--- config.mk ---
export PLATFORM = sky130hd
export DESIGN_NAME = fp_addsub_unit
export DESIGN_NICKNAME = d
export VERILOG_FILES = /design/src/fp_pkg.sv /design/src/fp_addsub_core.sv /design/src/fp_addsub_unit.sv /design/src/fp_exp_align.sv /design/src/fp_lead_one.sv /design/src/fp_special_case.sv
export VERILOG_INCLUDE_DIRS = /design/src
export SDC_FILE = /design/constraint.sdc
export NUM_CORES = 1
export LEC_CHECK = 0
export ABC_AREA = 1
export BUFFER_PORTS_ARGS = -buffer_cell sky130_fd_sc_hd__buf_4
export CAP_MARGIN = 20
export CORE_MARGIN = 1
export CORE_UTILIZATION = 51
export CTS_CLUSTER_SIZE = 16
export DETAILED_ROUTE_END_ITERATION = 16
export PLACE_DENSITY = 0.8
export SYNTH_ARGS = -nofsm -noshare
export SYNTH_HDL_FRONTEND = slang
export SYNTH_SLANG_ARGS = --single-unit
--- constraint.sdc ---
create_clock -name clk_i -period 51.2 [get_ports clk_i]
set_clock_uncertainty 0.15 [all_clocks]
set_input_delay 7.68 -clock clk_i [delete_from_list [all_inputs] [get_ports clk_i]]
set_output_delay 7.68 -clock clk_i [all_outputs]
set_load 0.01 [all_outputs]
--- src/fp_defines.svh ---
`ifndef FP_DEFINES_SVH
`define FP_DEFINES_SVH

// Rounding mode codes as carried in frm
`define FRM_RNE 3'b000 // Nearest, ties to even
`define FRM_RTZ 3'b001 // Toward zero
`define FRM_RDN 3'b010 // Toward -inf
`define FRM_RUP 3'b011 // Toward +inf
`define FRM_RMM 3'b100 // Nearest, ties to max magnitude

// Bit positions inside fflags
`define FLAG_NV 4
`define FLAG_DZ 3
`define FLAG_OF 2
`define FLAG_UF 1
`define FLAG_NX 0

`define FP_QNAN    32'h7fc0_0000 // Canonical quiet NaN
`define FP_EXP_MAX 8'hff         // All-ones exponent, inf and NaN

// Field widths of the single precision format
`define FP_WIDTH   32
`define FP_EXP_W   8
`define FP_MANT_W  23
`define FP_FRM_W   3
`define FP_FLAGS_W 5
`define FP_AMANT_W 27 // Hidden bit, fraction, guard, round, sticky

`endif

--- src/fp_pkg.sv ---
`include "fp_defines.svh"

package fp_pkg;

  // Whole single precision word, sign at the top
  typedef logic [`FP_WIDTH-1:0] fp32_t;

  // Biased exponent field
  typedef logic [`FP_EXP_W-1:0] fp_exp_t;

  // Stored fraction without the hidden bit
  typedef logic [`FP_MANT_W-1:0] fp_mant_t;

  // Rounding mode as seen on the port
  typedef logic [`FP_FRM_W-1:0] frm_t;

  // Flags NV, DZ, OF, UF, NX from MSB down
  typedef logic [`FP_FLAGS_W-1:0] fflags_t;

  // Aligned mantissa, hidden bit at the top and GRS at the bottom
  typedef logic [`FP_AMANT_W-1:0] amant_t;

endpackage

--- src/fp_addsub_core.sv ---
`include "fp_defines.svh"

module fp_addsub_core (
  input  fp_pkg::fp32_t   rs1_i,
  input  fp_pkg::fp32_t   rs2_i,
  input  logic            sub_i,
  input  fp_pkg::frm_t    frm_i,
  output fp_pkg::fp32_t   result_o,
  output fp_pkg::fflags_t fflags_o
);
  import fp_pkg::*;

  amant_t     a_m;        // Aligned mantissas from the aligner
  amant_t     b_m;
  fp_exp_t    exp_c;      // Shared exponent
  logic       sign_a;
  logic       sign_b;     // Already flipped for subtraction
  logic       a_ge_b;
  amant_t     big_m;
  amant_t     little_m;
  logic       eff_sub;
  logic       res_sign;
  logic [27:0] raw;       // Carry, hidden, fraction, GRS
  logic [4:0] lead_pos;
  logic       lead_zero;
  logic [4:0] lz;         // Left shift to bring the leading one up
  fp_exp_t    lim;        // Largest shift that keeps the exponent at 1
  logic [4:0] shl;
  amant_t     norm;
  logic [8:0] exp_n;
  logic [8:0] exp_pre;    // Encoded exponent, 0 for subnormal
  fp_mant_t   frac;
  logic       last;
  logic       guard;
  logic       sticky;
  logic       inexact;
  logic [31:0] trunc;     // {exp_pre, frac}
  logic [31:0] inc;
  logic       round_up;
  logic [31:0] rnd;
  logic [8:0] rnd_exp;
  logic       of;
  logic       tiny;
  logic       ovf_inf;
  logic       zero_sign;

  fp_exp_align u_align (
    .a_i         (rs1_i),
    .b_i         ({rs2_i[31] ^ sub_i, rs2_i[30:0]}), // Effective sign of rs2
    .a_aligned_o (a_m),
    .b_aligned_o (b_m),
    .exp_o       (exp_c),
    .sign_a_o    (sign_a),
    .sign_b_o    (sign_b)
  );

  // Magnitude operation, always big minus little so no negative result
  assign a_ge_b   = a_m >= b_m;
  assign big_m    = a_ge_b ? a_m : b_m;
  assign little_m = a_ge_b ? b_m : a_m;
  assign eff_sub  = sign_a ^ sign_b;
  assign res_sign = a_ge_b ? sign_a : sign_b;
  assign raw      = eff_sub ? {1'b0, big_m} - {1'b0, little_m}
                            : {1'b0, big_m} + {1'b0, little_m};

  fp_lead_one u_lead (
    .mant_i (raw),
    .pos_o  (lead_pos),
    .zero_o (lead_zero)
  );

  // Renormalize
  assign lz  = 5'd26 - lead_pos;
  assign lim = exp_c - 8'd1;
  assign shl = ({3'b000, lz} > lim) ? lim[4:0] : lz; // Stop at exponent 1, result goes subnormal

  assign norm  = raw[27] ? {raw[27:2], |raw[1:0]} : raw[26:0] << shl;
  assign exp_n = raw[27] ? {1'b0, exp_c} + 9'd1 : {1'b0, exp_c} - {4'b0000, shl};
  // Hidden bit decides normal or subnormal, also catches subnormal carry into normal range
  assign exp_pre = norm[26] ? exp_n : 9'd0;

  assign frac    = norm[25:3];
  assign last    = norm[3];
  assign guard   = norm[2];
  assign sticky  = |norm[1:0];
  assign inexact = guard | sticky;

  // Incrementing exponent and fraction together carries straight into the exponent
  assign trunc = {exp_pre, frac};
  assign inc   = trunc + 32'd1;

  always_comb begin
    case (frm_i)
      `FRM_RNE: round_up = guard & (sticky | last);
      `FRM_RTZ: round_up = 1'b0;
      `FRM_RDN: round_up = res_sign & inexact;
      `FRM_RUP: round_up = ~res_sign & inexact;
      `FRM_RMM: round_up = guard;
      default:  round_up = 1'b0; // Reserved codes are caught in the top level
    endcase
  end

  assign rnd     = round_up ? inc : trunc;
  assign rnd_exp = rnd[31:23];

  assign of   = rnd_exp >= {1'b0, `FP_EXP_MAX};
  assign tiny = rnd_exp == 9'd0; // Judged on the rounded result
  // Overflow goes to inf unless the mode points back toward zero
  assign ovf_inf = (frm_i == `FRM_RNE) | (frm_i == `FRM_RMM) |
                   ((frm_i == `FRM_RUP) & ~res_sign) | ((frm_i == `FRM_RDN) & res_sign);

  // Same-signed zeros keep their sign, true cancellation follows the mode
  assign zero_sign = (sign_a == sign_b) ? sign_a : (frm_i == `FRM_RDN);

  always_comb begin
    fflags_o = '0;
    if (lead_zero) begin
      result_o = {zero_sign, 31'd0}; // Exact zero, no flags
    end else if (of) begin
      result_o = ovf_inf ? {res_sign, `FP_EXP_MAX, 23'd0}
                         : {res_sign, `FP_EXP_MAX - 8'd1, {23{1'b1}}};
      fflags_o[`FLAG_OF] = 1'b1;
      fflags_o[`FLAG_NX] = 1'b1;
    end else begin
      result_o = {res_sign, rnd[30:0]};
      fflags_o[`FLAG_UF] = tiny & inexact;
      fflags_o[`FLAG_NX] = inexact;
    end
  end

  always_comb begin
    // Encoder output points at the top set bit
    assert (lead_zero || (raw >> lead_pos) == 28'd1)
      else $error("lead-one position %0d is not the top set bit", lead_pos);
    // Overflow only from the top exponents
    assert (!of || exp_c >= 8'd253)
      else $error("OF raised with shared exponent %0d", exp_c);
  end

endmodule

--- src/fp_addsub_unit.sv ---
`include "fp_defines.svh"

module fp_addsub_unit (
  input  logic            clk_i,
  input  logic            reset_i,
  input  logic            valid_i,
  input  logic            sub_i,
  input  fp_pkg::fp32_t   rs1_i,
  input  fp_pkg::fp32_t   rs2_i,
  input  fp_pkg::frm_t    frm_i,
  output logic            valid_o,
  output fp_pkg::fp32_t   result_o,
  output fp_pkg::fflags_t fflags_o
);
  import fp_pkg::*;

  fp32_t   core_result;
  fflags_t core_flags;
  logic    special;
  fp32_t   spec_result;
  fflags_t spec_flags;
  logic    frm_bad;     // Codes 5 to 7 are reserved
  fp32_t   sel_result;
  fflags_t sel_flags;

  fp_addsub_core u_core (
    .rs1_i    (rs1_i),
    .rs2_i    (rs2_i),
    .sub_i    (sub_i),
    .frm_i    (frm_i),
    .result_o (core_result),
    .fflags_o (core_flags)
  );

  fp_special_case u_special (
    .rs1_i         (rs1_i),
    .rs2_i         (rs2_i),
    .sub_i         (sub_i),
    .special_o     (special),
    .spec_result_o (spec_result),
    .spec_flags_o  (spec_flags)
  );

  assign frm_bad = frm_i > `FRM_RMM;

  // Reserved mode first, then NaN/inf, then the arithmetic core
  always_comb begin
    sel_flags = '0;
    if (frm_bad) begin
      sel_result = `FP_QNAN;
      sel_flags[`FLAG_NV] = 1'b1;
    end else if (special) begin
      sel_result = spec_result;
      sel_flags  = spec_flags;
    end else begin
      sel_result = core_result;
      sel_flags  = core_flags;
    end
  end

  always_ff @(posedge clk_i) begin
    if (reset_i) begin
      valid_o  <= 1'b0;
      result_o <= '0;
      fflags_o <= '0;
    end else begin
      valid_o <= valid_i;
      if (valid_i) begin // Held until the next strobe
        result_o <= sel_result;
        fflags_o <= sel_flags;
      end
    end
  end

  a_valid_lat: assert property (@(posedge clk_i) disable iff (reset_i)
    valid_i |=> valid_o && result_o == $past(sel_result))
    else $error("valid_o or result missing one cycle after valid_i");

  // NaN and inf operands never reach the core result
  a_special_wins: assert property (@(posedge clk_i) disable iff (reset_i)
    valid_i && !frm_bad && (rs1_i[30:23] == `FP_EXP_MAX || rs2_i[30:23] == `FP_EXP_MAX)
      |=> result_o[30:23] == `FP_EXP_MAX && !fflags_o[`FLAG_OF])
    else $error("NaN or inf operand did not give a NaN or inf result");

endmodule

--- src/fp_exp_align.sv ---
module fp_exp_align (
  input  fp_pkg::fp32_t   a_i,
  input  fp_pkg::fp32_t   b_i,
  output fp_pkg::amant_t  a_aligned_o,
  output fp_pkg::amant_t  b_aligned_o,
  output fp_pkg::fp_exp_t exp_o,
  output logic            sign_a_o,
  output logic            sign_b_o
);
  import fp_pkg::*;

  fp_exp_t    exp_a;     // Effective exponents
  fp_exp_t    exp_b;
  amant_t     mant_a;    // Hidden bit plus fraction, GRS still empty
  amant_t     mant_b;
  logic       a_big;     // rs1 holds the larger exponent
  fp_exp_t    diff;
  logic [4:0] shamt;     // Saturated shift distance
  amant_t     small_m;
  amant_t     shifted;
  amant_t     lost_mask; // Ones where bits fall off the right end
  logic       sticky;
  amant_t     small_al;

  // Subnormals behave as exponent 1 without the hidden bit
  assign exp_a  = (a_i[30:23] == 8'd0) ? 8'd1 : a_i[30:23];
  assign exp_b  = (b_i[30:23] == 8'd0) ? 8'd1 : b_i[30:23];
  assign mant_a = {|a_i[30:23], a_i[22:0], 3'b000};
  assign mant_b = {|b_i[30:23], b_i[22:0], 3'b000};

  assign a_big = exp_a >= exp_b;
  assign diff  = a_big ? exp_a - exp_b : exp_b - exp_a;
  assign shamt = (diff > 8'd27) ? 5'd27 : diff[4:0]; // Past 27 everything is sticky anyway

  assign small_m   = a_big ? mant_b : mant_a;
  assign shifted   = small_m >> shamt;
  assign lost_mask = ~({27{1'b1}} << shamt);
  assign sticky    = |(small_m & lost_mask);

  // Shifted-out bits collapse into the LSB
  assign small_al = {shifted[26:1], shifted[0] | sticky};

  assign a_aligned_o = a_big ? mant_a : small_al;
  assign b_aligned_o = a_big ? small_al : mant_b;
  assign exp_o       = a_big ? exp_a : exp_b; // Common exponent after alignment
  assign sign_a_o    = a_i[31];
  assign sign_b_o    = b_i[31];

endmodule

--- src/fp_lead_one.sv ---
module fp_lead_one (
  input  logic [27:0] mant_i,
  output logic [4:0]  pos_o,
  output logic        zero_o
);

  // Priority encoder, the last hit in the upward scan is the highest one
  always_comb begin
    pos_o = 5'd0;
    for (int i = 0; i < 28; i++) begin
      if (mant_i[i]) begin
        pos_o = 5'(i);
      end
    end
  end

  // No bit set at all, pos_o reads 0 then
  assign zero_o = ~|mant_i;

endmodule

--- src/fp_special_case.sv ---
`include "fp_defines.svh"

module fp_special_case (
  input  fp_pkg::fp32_t   rs1_i,
  input  fp_pkg::fp32_t   rs2_i,
  input  logic            sub_i,
  output logic            special_o,
  output fp_pkg::fp32_t   spec_result_o,
  output fp_pkg::fflags_t spec_flags_o
);
  import fp_pkg::*;

  logic a_exp_max;
  logic b_exp_max;
  logic a_nan;
  logic b_nan;
  logic a_snan;   // Quiet bit clear
  logic b_snan;
  logic a_inf;
  logic b_inf;
  logic sign_a;
  logic sign_b;   // Effective sign after subtraction

  assign a_exp_max = rs1_i[30:23] == `FP_EXP_MAX;
  assign b_exp_max = rs2_i[30:23] == `FP_EXP_MAX;
  assign a_nan     = a_exp_max & (|rs1_i[22:0]);
  assign b_nan     = b_exp_max & (|rs2_i[22:0]);
  assign a_snan    = a_nan & ~rs1_i[22];
  assign b_snan    = b_nan & ~rs2_i[22];
  assign a_inf     = a_exp_max & ~(|rs1_i[22:0]);
  assign b_inf     = b_exp_max & ~(|rs2_i[22:0]);
  assign sign_a    = rs1_i[31];
  assign sign_b    = rs2_i[31] ^ sub_i;

  assign special_o = a_nan | b_nan | a_inf | b_inf;

  always_comb begin
    spec_result_o = `FP_QNAN; // Also the idle value when nothing is special
    spec_flags_o  = '0;
    if (a_nan | b_nan) begin
      spec_flags_o[`FLAG_NV] = a_snan | b_snan; // Quiet NaNs pass silently
    end else if (a_inf & b_inf & (sign_a != sign_b)) begin
      spec_flags_o[`FLAG_NV] = 1'b1;              // inf - inf
    end else if (a_inf) begin
      spec_result_o = {sign_a, `FP_EXP_MAX, 23'd0};
    end else if (b_inf) begin
      spec_result_o = {sign_b, `FP_EXP_MAX, 23'd0};
    end
  end

endmodule

; ---- Word-level counts from Yosys, hierarchy flattened
; Index checks and enable logic that the tools add are counted.
[op_classes]
n_eq_ne = 7
n_shift = 3
n_bitwise = 33
magnitude_cmp = 6
n_addsub = 9
n_reduce_logical = 12
n_mux = 64
[op_table]
columns = cell, n
row1 = 32-bit 2-to-1 mux, 8
row2 = 27-bit 2-to-1 mux, 6
row3 = 5-bit 2-to-1 mux, 29
row4 = 23-bit OR reduction, 2
row5 = "32-bit by 1-bit adder with 32-bit output, second input constant", 1
row6 = 8-bit 2-to-1 mux, 4
row7 = 31-bit 2-to-1 mux, 1
row8 = 27-bit by 27-bit adder with 28-bit output, 1
row9 = 28-bit 2-to-1 mux, 1
row10 = 28-bit OR reduction, 1
row11 = 27-bit by 27-bit subtractor with 28-bit output, 1
row12 = 27-bit bitwise AND, 1
row13 = 27-bit >= comparator, 1
row14 = 27-bit inverter, 1
row15 = 27-bit OR reduction, 1
row16 = 27-bit by 5-bit left shift with 27-bit output, 1
row17 = "27-bit by 5-bit left shift with 27-bit output, first input constant", 1
row18 = 27-bit by 5-bit right shift with 27-bit output, 1
row19 = 24-bit 2-to-1 mux, 1
row20 = 9-bit 2-to-1 mux, 2
row21 = "8-bit equality test, second input constant", 2
row22 = 8-bit zero test, 2
row23 = 8-bit OR reduction, 2
row24 = 8-bit subtractor, 2
row25 = 24 further kinds, 61
[word_totals]
input_bits = 71
reg_bits = 38
wordCells = 137
output_inout_bits = 38

; ---- Depth between registers and ports, before layout
; Gate-level depths: netlist of the first run.
[logic_depth]
word_depth = 59
ltp_mapped = 125

; ---- Modules after synthesis
; From an unflattened synthesis of the first run, not the netlist that was laid out.
[unflattened]
hier_cells = 2867
area_unflattened_um2 = 14667.8
[modules_own_cells]
columns = module, n_inst, cells_per_inst, seq_area_each_um2, area_per_inst_um2
row1 = fp_addsub_core, 1, 1578, 0.0, 8077.7
row2 = fp_exp_align, 1, 777, 0.0, 3699.8
row3 = fp_addsub_unit, 1, 294, 760.7, 1859.3
row4 = fp_special_case, 1, 125, 0.0, 668.1
row5 = fp_lead_one, 1, 93, 0.0, 362.8

; ---- Worst setup path after synthesis of the first run
; No wires, ideal clock.
[synth_timing]
path_type = input -> register
start = input rs2_i[23]
end = register result_o[10]
path_buffers = 6
path_slack_ns = 29.530
arrival_time_ns = 21.388
path_stages = 108
t_required_ns = 50.918
setup_ns = 0.132
cell_sequence = nor4_1 > nand2_1 > inv_1 > nor2_1 > inv_1 > ha_1 > inv_1 > fa_1 > nand3_2 > nand2_2 > nand2_2 > nand2_2 > nor2_2 > nand2_1 > nand2_2 > nand2_2 > nor2_4 > buf_6 > [72 not listed] > nor2_1 > nor2_1 > inv_1 > a21oi_1 > nor2_1 > nor2_1 > o21ai_0 > nand2_1 > xnor2_1 > nor2_1 > inv_1 > nor4_1 > nand3_1 > xor2_2 > buf_2 > nand3_1 > nand3_1 > a21oi_1
[synth_between]
elab_chain_len = 58
elab_cells_between_ends = 95
[synth_rtl]
columns = element, line_no
row1 = from (decl), fp_addsub_unit.sv:9  ; input fp_pkg::fp32_t rs2_i,
row2 = "parallel branches: the longest is 56 deep, another holds 8-bit subtractor", -
row3 = 32-bit 2-to-1 mux (*), fp_addsub_unit.sv:52  ; end else if (special) begin
row4 = 32-bit 2-to-1 mux (*), fp_addsub_unit.sv:49  ; if (frm_bad) begin
row5 = to (signal assigned), fp_addsub_unit.sv:69  ; result_o <= sel_result;
row6 = to (decl), fp_addsub_unit.sv:12  ; output fp_pkg::fp32_t result_o,
; Mark *: on every way between the ends.
; A chain may end at the register's enable or synchronous reset.

; ---- Worst setup path after layout of the first run
[layout_timing]
start = input rs2_i[27]
end = register result_o[2]
; Same word-level chain as after synthesis.

==> metrics, run 1 <==
fmax 0.03715 GHz; outcome completed; Tot GR Track Use 35.13%; hold_ws 0.3182 ns; Synth Area in Simple Gates 51.11%; Die W 160.6 µm; ys flop type dfxtp_1; Period minus WS final 26.91 ns; CP top delay family simple AND/OR/NAND/NOR gates; Cell Rows 57; final hold vios 0; CTS max path bufs 2; synthesized area 0.01283 mm²; crit path from rs2_i[27]; RD Place Congestion 1.027; Area Growth Syn to Fin 6.224%; Die ar. 0.02579 mm²; DRC viols 0; RSZ-0062 raised after global routing no; number of flops mapped to enable cells by yosys 0; initial antenna violation count 1; # placed instances 2722; Final setup viols 0; layout cell share with drive strength beyond 1 9.389%; largest net degree at the start of global routing 109; # nets final 2566; vias in the first global route 14550; share of synthesized registers carrying an async set or reset 0%; mux contribution to synthesized area 0.1561%; core region area 0.02446 mm²; Final period util 52.57%; DR iter-0 viols 2096; largest family of logic cells by synthesized area simple AND/OR/NAND/NOR gates; clock tree sinks 37; Crit Path Max Fanout 108; CP max stage delay 0.89 ns; TritonRoute pass-1 iters 8; vias 16270; Clock transition at path regs 0.06 ns; Synth top area share 20.52%; setup tns final 0 ns; CTS tree built; Worst Setup Path Type in -> reg; antenna-violating nets left 0; post-synthesis cell count 2400; Bufs and invs on worst path 15; Synth Area in Adders 8.916%; Die Y 160.6 µm; Slew Limit Fails 0; gr ovfl total 0; utilization after layout 55.70%; syn avg cell area 5.344 µm²; Inserted Diodes 0; Clk Tree Root Cell clkbuf_16; Synthesized Nets 2560; fin cells 2731; worst skew pair latency 0.28 ns; DRT Wirelength 46.54 mm; total setup buffers inserted after CTS 0; Seq/Total Area, Yosys 5.775%; starting density of the core 52.43%; detailed placer's ending HPWL 37.40 mm; reg2reg start result_o[27]; CP Launch Type input port; Fill cells 2565; Critical Path End Type flop; post-synth top area cell nand2_1; Most common cell on crit path nand2_1; Port Buffers 107; Seq. cell area 740.7 µm²; hold buffers post-CTS 0; CTS Buf Count 5; Worst path slowest cell ha_1; Vias/cell 5.956; hold path start result_o[21]; post-synthesis xor/xnor area fraction 5.239%; Slew Limit Headroom 28.93%; CP arrival 26.98 ns; Post-CTS Resized 0; Max Cap Viol 0; H-tree depth 2; #FFs+latches synth 37; compound-cell area share of the yosys netlist 16.06%; synth unique cells 70; first-pass GRT wire length 74.51 mm; WL per Instance 17.04 µm; synth warn 0; worst-margin pin slew 1.056 ns; footprint of the multi-input gates 0.01045 mm²; top cells by area, synth nand2_1 (21%), nand3_1 (15%), ha_1 (8.3%); Worst EP required 51.26 ns; I/O pins 109; Hold Path Class reg -> reg
==> routing by layer <==
layer  share of wire [%]  global-route usage, %  up-vias
met5               0.034                      0        -
met4                 4.2                  12.68        2
met3                 8.0                  3.564      143
met2                  45                  57.89      812
met1                  43                  47.24     7318
li1                    -                      -     7990
==> cells in the final DEF, fill, tap and decap left out, types with 6 or more instances in the layout <==
| cell type | instances |
|---|---|
| o21a_1 | 10 |
| nor2_1 | 187 |
| ha_1 | 85 |
| nor2_4 | 8 |
| inv_1 | 241 |
| dfxtp_1 | 37 |
| nor3_1 | 12 |
| buf_4 | 116 |
| o31ai_1 | 6 |
| xnor2_1 | 18 |
| nand4_1 | 67 |
| inv_2 | 13 |
| o21ai_0 | 164 |
| a21oi_1 | 97 |
| o21ai_1 | 19 |
| nand2_4 | 9 |
| a31oi_1 | 9 |
| nand2_1 | 701 |
| nor4_1 | 14 |
| a21o_1 | 6 |
| nand2_2 | 21 |
| nand3_2 | 11 |
| o211ai_1 | 7 |
| xor2_1 | 55 |
| clkinv_1 | 6 |
| nor2_2 | 11 |
| nand3_1 | 384 |
==> sequential cells by signal (all words and copies together), names as in the netlist <==
register  count
fflags_o      4
result_o     32
valid_o       1
==> kinds of logic (layout without fill, tap and decap cells) <==
| group | after synthesis | after routing |
|---|---|---|
| mux | 2 | 2 |
| xor+xnor | 75 | 75 |
| buf+inv | 381 | 388 |
| simple gates | 1452 | 1452 |
| other cells | 1 | 1 |
| flops | 37 | 37 |
| compound gates | 363 | 363 |
| fa+ha+maj | 89 | 89 |
==> layout make-up <==
class / instances / area share, %
inverters: 263 / 7.310
clock buffers: 5 / 0.9184
multi-input cells: 1982 / 76.73
clock inverters: 3 / 0.1286
well taps: 324 / 2.975
repair buffers: 117 / 6.502
flip-flops and latches: 37 / 5.437
==> final timing paths <==
path,endpoint,slack (ns),cells after the start
hold reg to reg,result_o[21],0.32,2
setup / recovery,result_o[2],24.29,101
setup reg to reg,result_o[27],50.33,4
hold / removal,result_o[21],0.32,2
==> metrics by stage <==
step | cell area [µm²] | setup slack (ns)
after detailed placement | 13470 | 23.88
after floorplan | 12830 | 29.53
final | 13620 | 24.29
after global placement | 13470 | 24.56
after global routing | 13620 | 22.47
after CTS | 13610 | 24.12
==> synthesized netlist by cell type, types with 12 or more instances <==
| cell | number |
|---|---|
| nand4_1 | 67 |
| inv_1 | 241 |
| xor2_1 | 55 |
| buf_6 | 16 |
| ha_1 | 85 |
| o21ai_0 | 164 |
| buf_2 | 34 |
| nand2_1 | 701 |
| nand3_1 | 384 |
| inv_2 | 13 |
| clkbuf_1 | 55 |
| nand2_2 | 21 |
| a21oi_1 | 97 |
| xnor2_1 | 18 |
| o21ai_1 | 19 |
| nor2_1 | 187 |
| dfxtp_1 | 37 |
| nor4_1 | 14 |
| nor3_1 | 12 |
==> worst reg2reg max path: stages, from the launching register on <==
cell and delay (ns):
dfxtp_1 0.31, nor2_1 0.08, nor2_1 0.05, o31ai_1 0.08, inv_1 0.08
Power of run 1 is left out: the tool's default activity adds up to more than one toggle a clock period on the data nets, which glitch-free logic cannot reach.
==> run 2: changes to the inputs <==
==> constraint.sdc (replaced) <==
create_clock -name clk_i -period 26.6 [get_ports clk_i]
set_clock_uncertainty 0.15 [all_clocks]
set_input_delay 3.99 -clock clk_i [delete_from_list [all_inputs] [get_ports clk_i]]
set_output_delay 3.99 -clock clk_i [all_outputs]
set_load 0.01 [all_outputs]
==> metrics, run 2 (synthesis gave the netlist of run 1 again) <==
outcome completed; clock tree sinks 37 (unchanged); Most common cell on crit path nand2_1; CTS Buf Count 5 (unchanged); final hold vios 0 (unchanged); Clk Tree Root Cell clkbuf_16; CTS tree built; DRC viols 0 (unchanged); Max Cap Viol 0 (unchanged); most frequent cells in the layout nand2_1 (701), nand3_1 (384), inv_1 (241); layout cell share with drive strength beyond 1 9.385% (about the same); Hold Path Class reg -> reg; commonest non-fill, non-tap cell in the layout nand2_1; Area Growth Syn to Fin 6.253% (about the same); Die ar. 0.02579 mm² (unchanged); Final period util 85.83%; hold buffers post-CTS 0 (unchanged); met2 GRT Util 54.05% (-3.8 points); setup tns final 0 ns (unchanged); Final setup viols 0 (unchanged); fmax 0.04380 GHz; met3 Use GR 5.114% (+1.5 points); Crit Path Max Fanout 117 (+8.3%); antenna-violating nets left 0 (unchanged); CTS max path bufs 2 (unchanged); DR iter-0 viols 1975 (-5.8%); worst-margin pin slew 0.9693 ns (-0.08704 ns); max FFs per register 32 (unchanged); DRT Wirelength 45.44 mm (-2.4%); crit path from rs2_i[27]; H-tree depth 2 (unchanged); Period minus WS final 22.83 ns; Cell Rows 57 (unchanged); Inserted Diodes 0 (unchanged); Port Buffers 107 (unchanged); Slew Limit Fails 0 (unchanged); WL per Instance 16.63 µm (-2.4%); Fill cells 2542 (-0.90%); Clock transition at path regs 0.06 ns (about the same); GR Layer Usage met1 46.76% (-0.48 points); worst skew pair latency 0.28 ns (about the same); Post-CTS Resized 0 (unchanged); # nets final 2567 (+0.039%); CP arrival 22.84 ns (-4.14 ns); TritonRoute pass-1 iters 7 (-1); first-pass GRT wire length 73.37 mm (-1.5%); starting density of the core 52.43% (unchanged); Worst EP required 26.61 ns (-24.65 ns); Die Y 160.6 µm (unchanged); largest net degree at the start of global routing 118 (+8.3%); footprint of the multi-input gates 0.01045 mm² (unchanged); Crit Reg-Reg Endpoint result_o[26]; critical path endpoint result_o[22]; detailed placer's ending HPWL 36.63 mm (-2.1%); vias in the first global route 14350 (-1.3%); Die W 160.6 µm (unchanged); CP max stage delay 0.86 ns (-0.03 ns); Vias/cell 5.947 (-0.14%); Tot GR Track Use 34.44% (-0.69 points); DP Area 0.01347 mm² (about the same); Worst Setup Path Type in -> reg; Seq. cell area 740.7 µm² (unchanged); Critical Path End Type flop; GRT busiest layer met2; total setup buffers inserted after CTS 0 (unchanged); RSZ-0062 raised after global routing no; path depth of the worst reg2reg path 4 (unchanged); reg2reg start result_o[26]; Slew Limit Headroom 35.38% (+6.5 points); Top reg by flops result_o; CP Launch Type input port; Final Cell Area 0.01363 mm² (about the same); RD Place Congestion 1.034 (+0.64%); gr ovfl total 0 (unchanged); I/O pins 109 (unchanged); initial antenna violation count 0 (-1); r2r setup slk 25.73 ns (-24.60 ns); core region area 0.02446 mm² (unchanged); biggest registers after layout result_o (32), fflags_o (4), valid_o (1); vias 16250 (-0.10%); Worst path slowest cell ha_1
run 2: changes by cell type in the layout (fill, tap and decap cells not counted), sizes merged:
cell / before / now
buf: 117 / 118
clkbuf: 5 / 6
clkinvlp: 1 / 0
run 2: final cells by class:
| class | count | share of cell area [%] |
|---|---|---|
| clock buffers | 6 | 0.9456 |
| multi-input cells | 1982 | 76.71 |
| repair buffers | 118 | 6.555 |
| well taps | 324 | 2.975 |
| inverters | 263 | 7.308 |
| clock inverters | 2 | 0.07345 |
| flip-flops and latches | 37 | 5.435 |
run 2: worst min path at each step:
stage	start	end	slack [ns]	cells after the start
2_1_floorplan	fflags_o[2]	fflags_o[2]	0.34	2
3_3_place_gp	result_o[7]	result_o[7]	0.31	2
3_5_place_dp	result_o[13]	result_o[13]	0.31	2
4_1_cts	result_o[13]	result_o[13]	0.32	2
5_1_grt	fflags_o[2]	fflags_o[2]	0.33	2
6_report	result_o[13]	result_o[13]	0.31	2
run 2: critical path, delay by kind of cell:
kind,cells,cell delay [ns]
buffers and inverters,19,3.44
XOR/XNOR,1,0.10
adder cells (fa/ha/maj),9,3.35
AO/OA/AOI/OAI,20,3.84
AND/OR/NAND/NOR,55,8.00
run 2: layer usage:
layer  wire, µm  share of wire (%)
met1      19410                 43
met2      19660                 43
met3       4307                9.5
met4       2068                4.6
met5          0                  0
run 2: metrics by stage:
stage | hold WS (ns) | setup slack, ns | std cells | util, %
after floorplan | 0.3384 | 8.620 | 2400 | -
after global placement | 0.3051 | 4.017 | 2723 | 55.08
after detailed placement | 0.3064 | 3.436 | 2723 | 55.08
after CTS | 0.3151 | 3.675 | 2731 | 55.65
after global routing | 0.3270 | 1.985 | 2732 | 55.71
final | 0.3147 | 3.770 | 2732 | 55.71
Power of run 2 is left out for the same reason.
==> run 3: changes to the inputs <==
--- a/config.mk
+++ b/config.mk
@@ -11,6 +11,7 @@
 export CAP_MARGIN = 20
 export CORE_MARGIN = 1
 export CORE_UTILIZATION = 51
+export CTS_BUF_LIST = sky130_fd_sc_hd__clkbuf_4 sky130_fd_sc_hd__clkbuf_8 sky130_fd_sc_hd__clkbuf_16
 export CTS_CLUSTER_SIZE = 16
 export DETAILED_ROUTE_END_ITERATION = 16
 export PLACE_DENSITY = 0.8
==> constraint.sdc (replaced) <==
create_clock -name clk_i -period 23.2 [get_ports clk_i]
set_clock_uncertainty 0.15 [all_clocks]
set_input_delay 3.48 -clock clk_i [delete_from_list [all_inputs] [get_ports clk_i]]
set_output_delay 3.48 -clock clk_i [all_outputs]
set_load 0.01 [all_outputs]
==> metrics, run 3 (synthesis gave the netlist of run 1 again) <==
outcome completed; biggest registers after layout result_o (32), fflags_o (4), valid_o (1); vias 16180 (-0.45%); Period minus WS final 21.34 ns; Die Y 160.6 µm (unchanged); gr ovfl total 0 (unchanged); Worst Setup Path Type in -> reg; Worst path slowest cell nand3_2; # nets final 2569 (+0.078%); I/O pins 109 (unchanged); reg2reg start result_o[26]; CTS tree built; detailed placer's ending HPWL 36.75 mm (+0.31%); CP top delay family simple AND/OR/NAND/NOR gates; Die ar. 0.02579 mm² (unchanged); initial antenna violation count 0 (unchanged); Clk Tree Root Cell clkbuf_16; DR iter-0 viols 1972 (-0.15%); max FFs per register 32 (unchanged); Clock transition at path regs 0.05 ns (about the same); total setup buffers inserted after CTS 0 (unchanged); CP arrival 21.41 ns (-1.43 ns); antenna-violating nets left 0 (unchanged); CTS Buf Count 5 (unchanged); Die W 160.6 µm (unchanged); Tot GR Track Use 34.78% (+0.34 points); CP Launch Type input port; Cell Rows 57 (unchanged); TritonRoute pass-1 iters 6 (-1); clock tree sinks 37 (unchanged); worst skew pair latency 0.28 ns (about the same); Bufs and invs on worst path 18 (-1); DRT Wirelength 45.92 mm (+1.1%); crit path from rs2_i[24]; Worst EP required 23.27 ns (-3.34 ns); Port Buffers 107 (unchanged); Levels on crit path 107 (+2.9%); core region area 0.02446 mm² (unchanged); final hold vios 0 (unchanged); H-tree depth 2 (unchanged); setup tns final 0 ns (unchanged); Fill cells 2579 (+1.5%); first-pass GRT wire length 73.96 mm (+0.81%); worst-margin pin slew 1.083 ns (+0.1137 ns); Crit Reg-Reg Endpoint result_o[26]; Hold Path Class reg -> reg; Critical Path End Type flop; largest net degree at the start of global routing 109 (-7.6%); WL per Instance 16.79 µm (+0.98%); Final setup viols 0 (unchanged); Inserted Diodes 0 (unchanged); vias in the first global route 14420 (+0.47%); Final period util 91.98%; most frequent cells in the layout nand2_1 (701), nand3_1 (384), inv_1 (241); layout cell share with drive strength beyond 1 9.502% (+0.12 points); DRC viols 0 (unchanged); fmax 0.04686 GHz; RD Place Congestion 0.9990 (-3.4%); critical path endpoint result_o[16]; Crit Path Max Fanout 67 (-43%); r2r setup slk 22.33 ns (-3.40 ns); Post-CTS Resized 0 (unchanged); hold path start result_o[11]; commonest non-fill, non-tap cell in the layout nand2_1; Max Cap Viol 0 (unchanged); hold buffers post-CTS 0 (unchanged); RSZ-0062 raised after global routing no; Top reg by flops result_o; Slew Limit Fails 0 (unchanged); Area Growth Syn to Fin 6.604%; Slew Limit Headroom 27.04% (-8.3 points); Most common cell on crit path nand2_1; starting density of the core 52.43% (unchanged); path depth of the worst reg2reg path 4 (unchanged); CP max stage delay 0.62 ns (-0.24 ns); Vias/cell 5.916 (-0.52%); CTS max path bufs 2 (unchanged)
run 3: cell types whose count changed in the layout (fill, tap and decap cells not counted):
| cell | previous run | this run |
|---|---|---|
| buf_4 | 117 | 120 |
| clkinv_2 | 3 | 1 |
| buf_8 | 1 | 0 |
| bufinv_16 | 0 | 1 |
| clkbuf_1 | 1 | 0 |
| clkbuf_8 | 0 | 1 |
| clkinvlp_4 | 0 | 1 |
run 3: worst min path at each step:
stage	endpoint	slack [ns]	depth (start not counted)
floorplan	fflags_o[2]	0.34	2
global placement	result_o[13]	0.31	2
global route	result_o[3]	0.33	2
finish	result_o[11]	0.31	2
CTS	result_o[7]	0.32	2
detailed placement	result_o[7]	0.31	2
run 3: layout make-up:
type	count	area, µm²	share of cell area [%]
Inverter	263	996.0	7.284
Clock inverter	2	37.54	0.2745
Timing Repair Buffer	120	900.9	6.589
Multi-Input combinational cell	1982	10450	76.46
Clock buffer	6	138.9	1.016
Tap cell	324	405.4	2.965
Sequential cell	37	740.7	5.417
run 3: routing by layer:
metal	up-vias	wire [µm]	global-route usage (%)
met5	-	0	0
met4	0	1749	12.60
met3	124	3822	4.029
met2	765	20380	56.67
met1	7293	19970	46.96
li1	7993	-	-
run 3: per-stage QoR:
step | cells | area [µm²] | util [%] | hold slack [ns] | setup WS [ns]
after floorplan | 2400 | 12830 | - | 0.3384 | 5.730
after global placement | 2726 | 13500 | 55.17 | 0.3051 | 2.527
after detailed placement | 2726 | 13500 | 55.17 | 0.3071 | 1.991
after CTS | 2734 | 13670 | 55.89 | 0.3163 | 2.243
after global routing | 2734 | 13670 | 55.89 | 0.3325 | 0.1452
final | 2734 | 13670 | 55.89 | 0.3144 | 1.860
run 3: worst min-delay path, cell delays in order, from the launching register on:
cell	delay (ns)
dfxtp_1	0.31
nand2_1	0.06
a21oi_1	0.05
Power of run 3 is left out for the same reason.
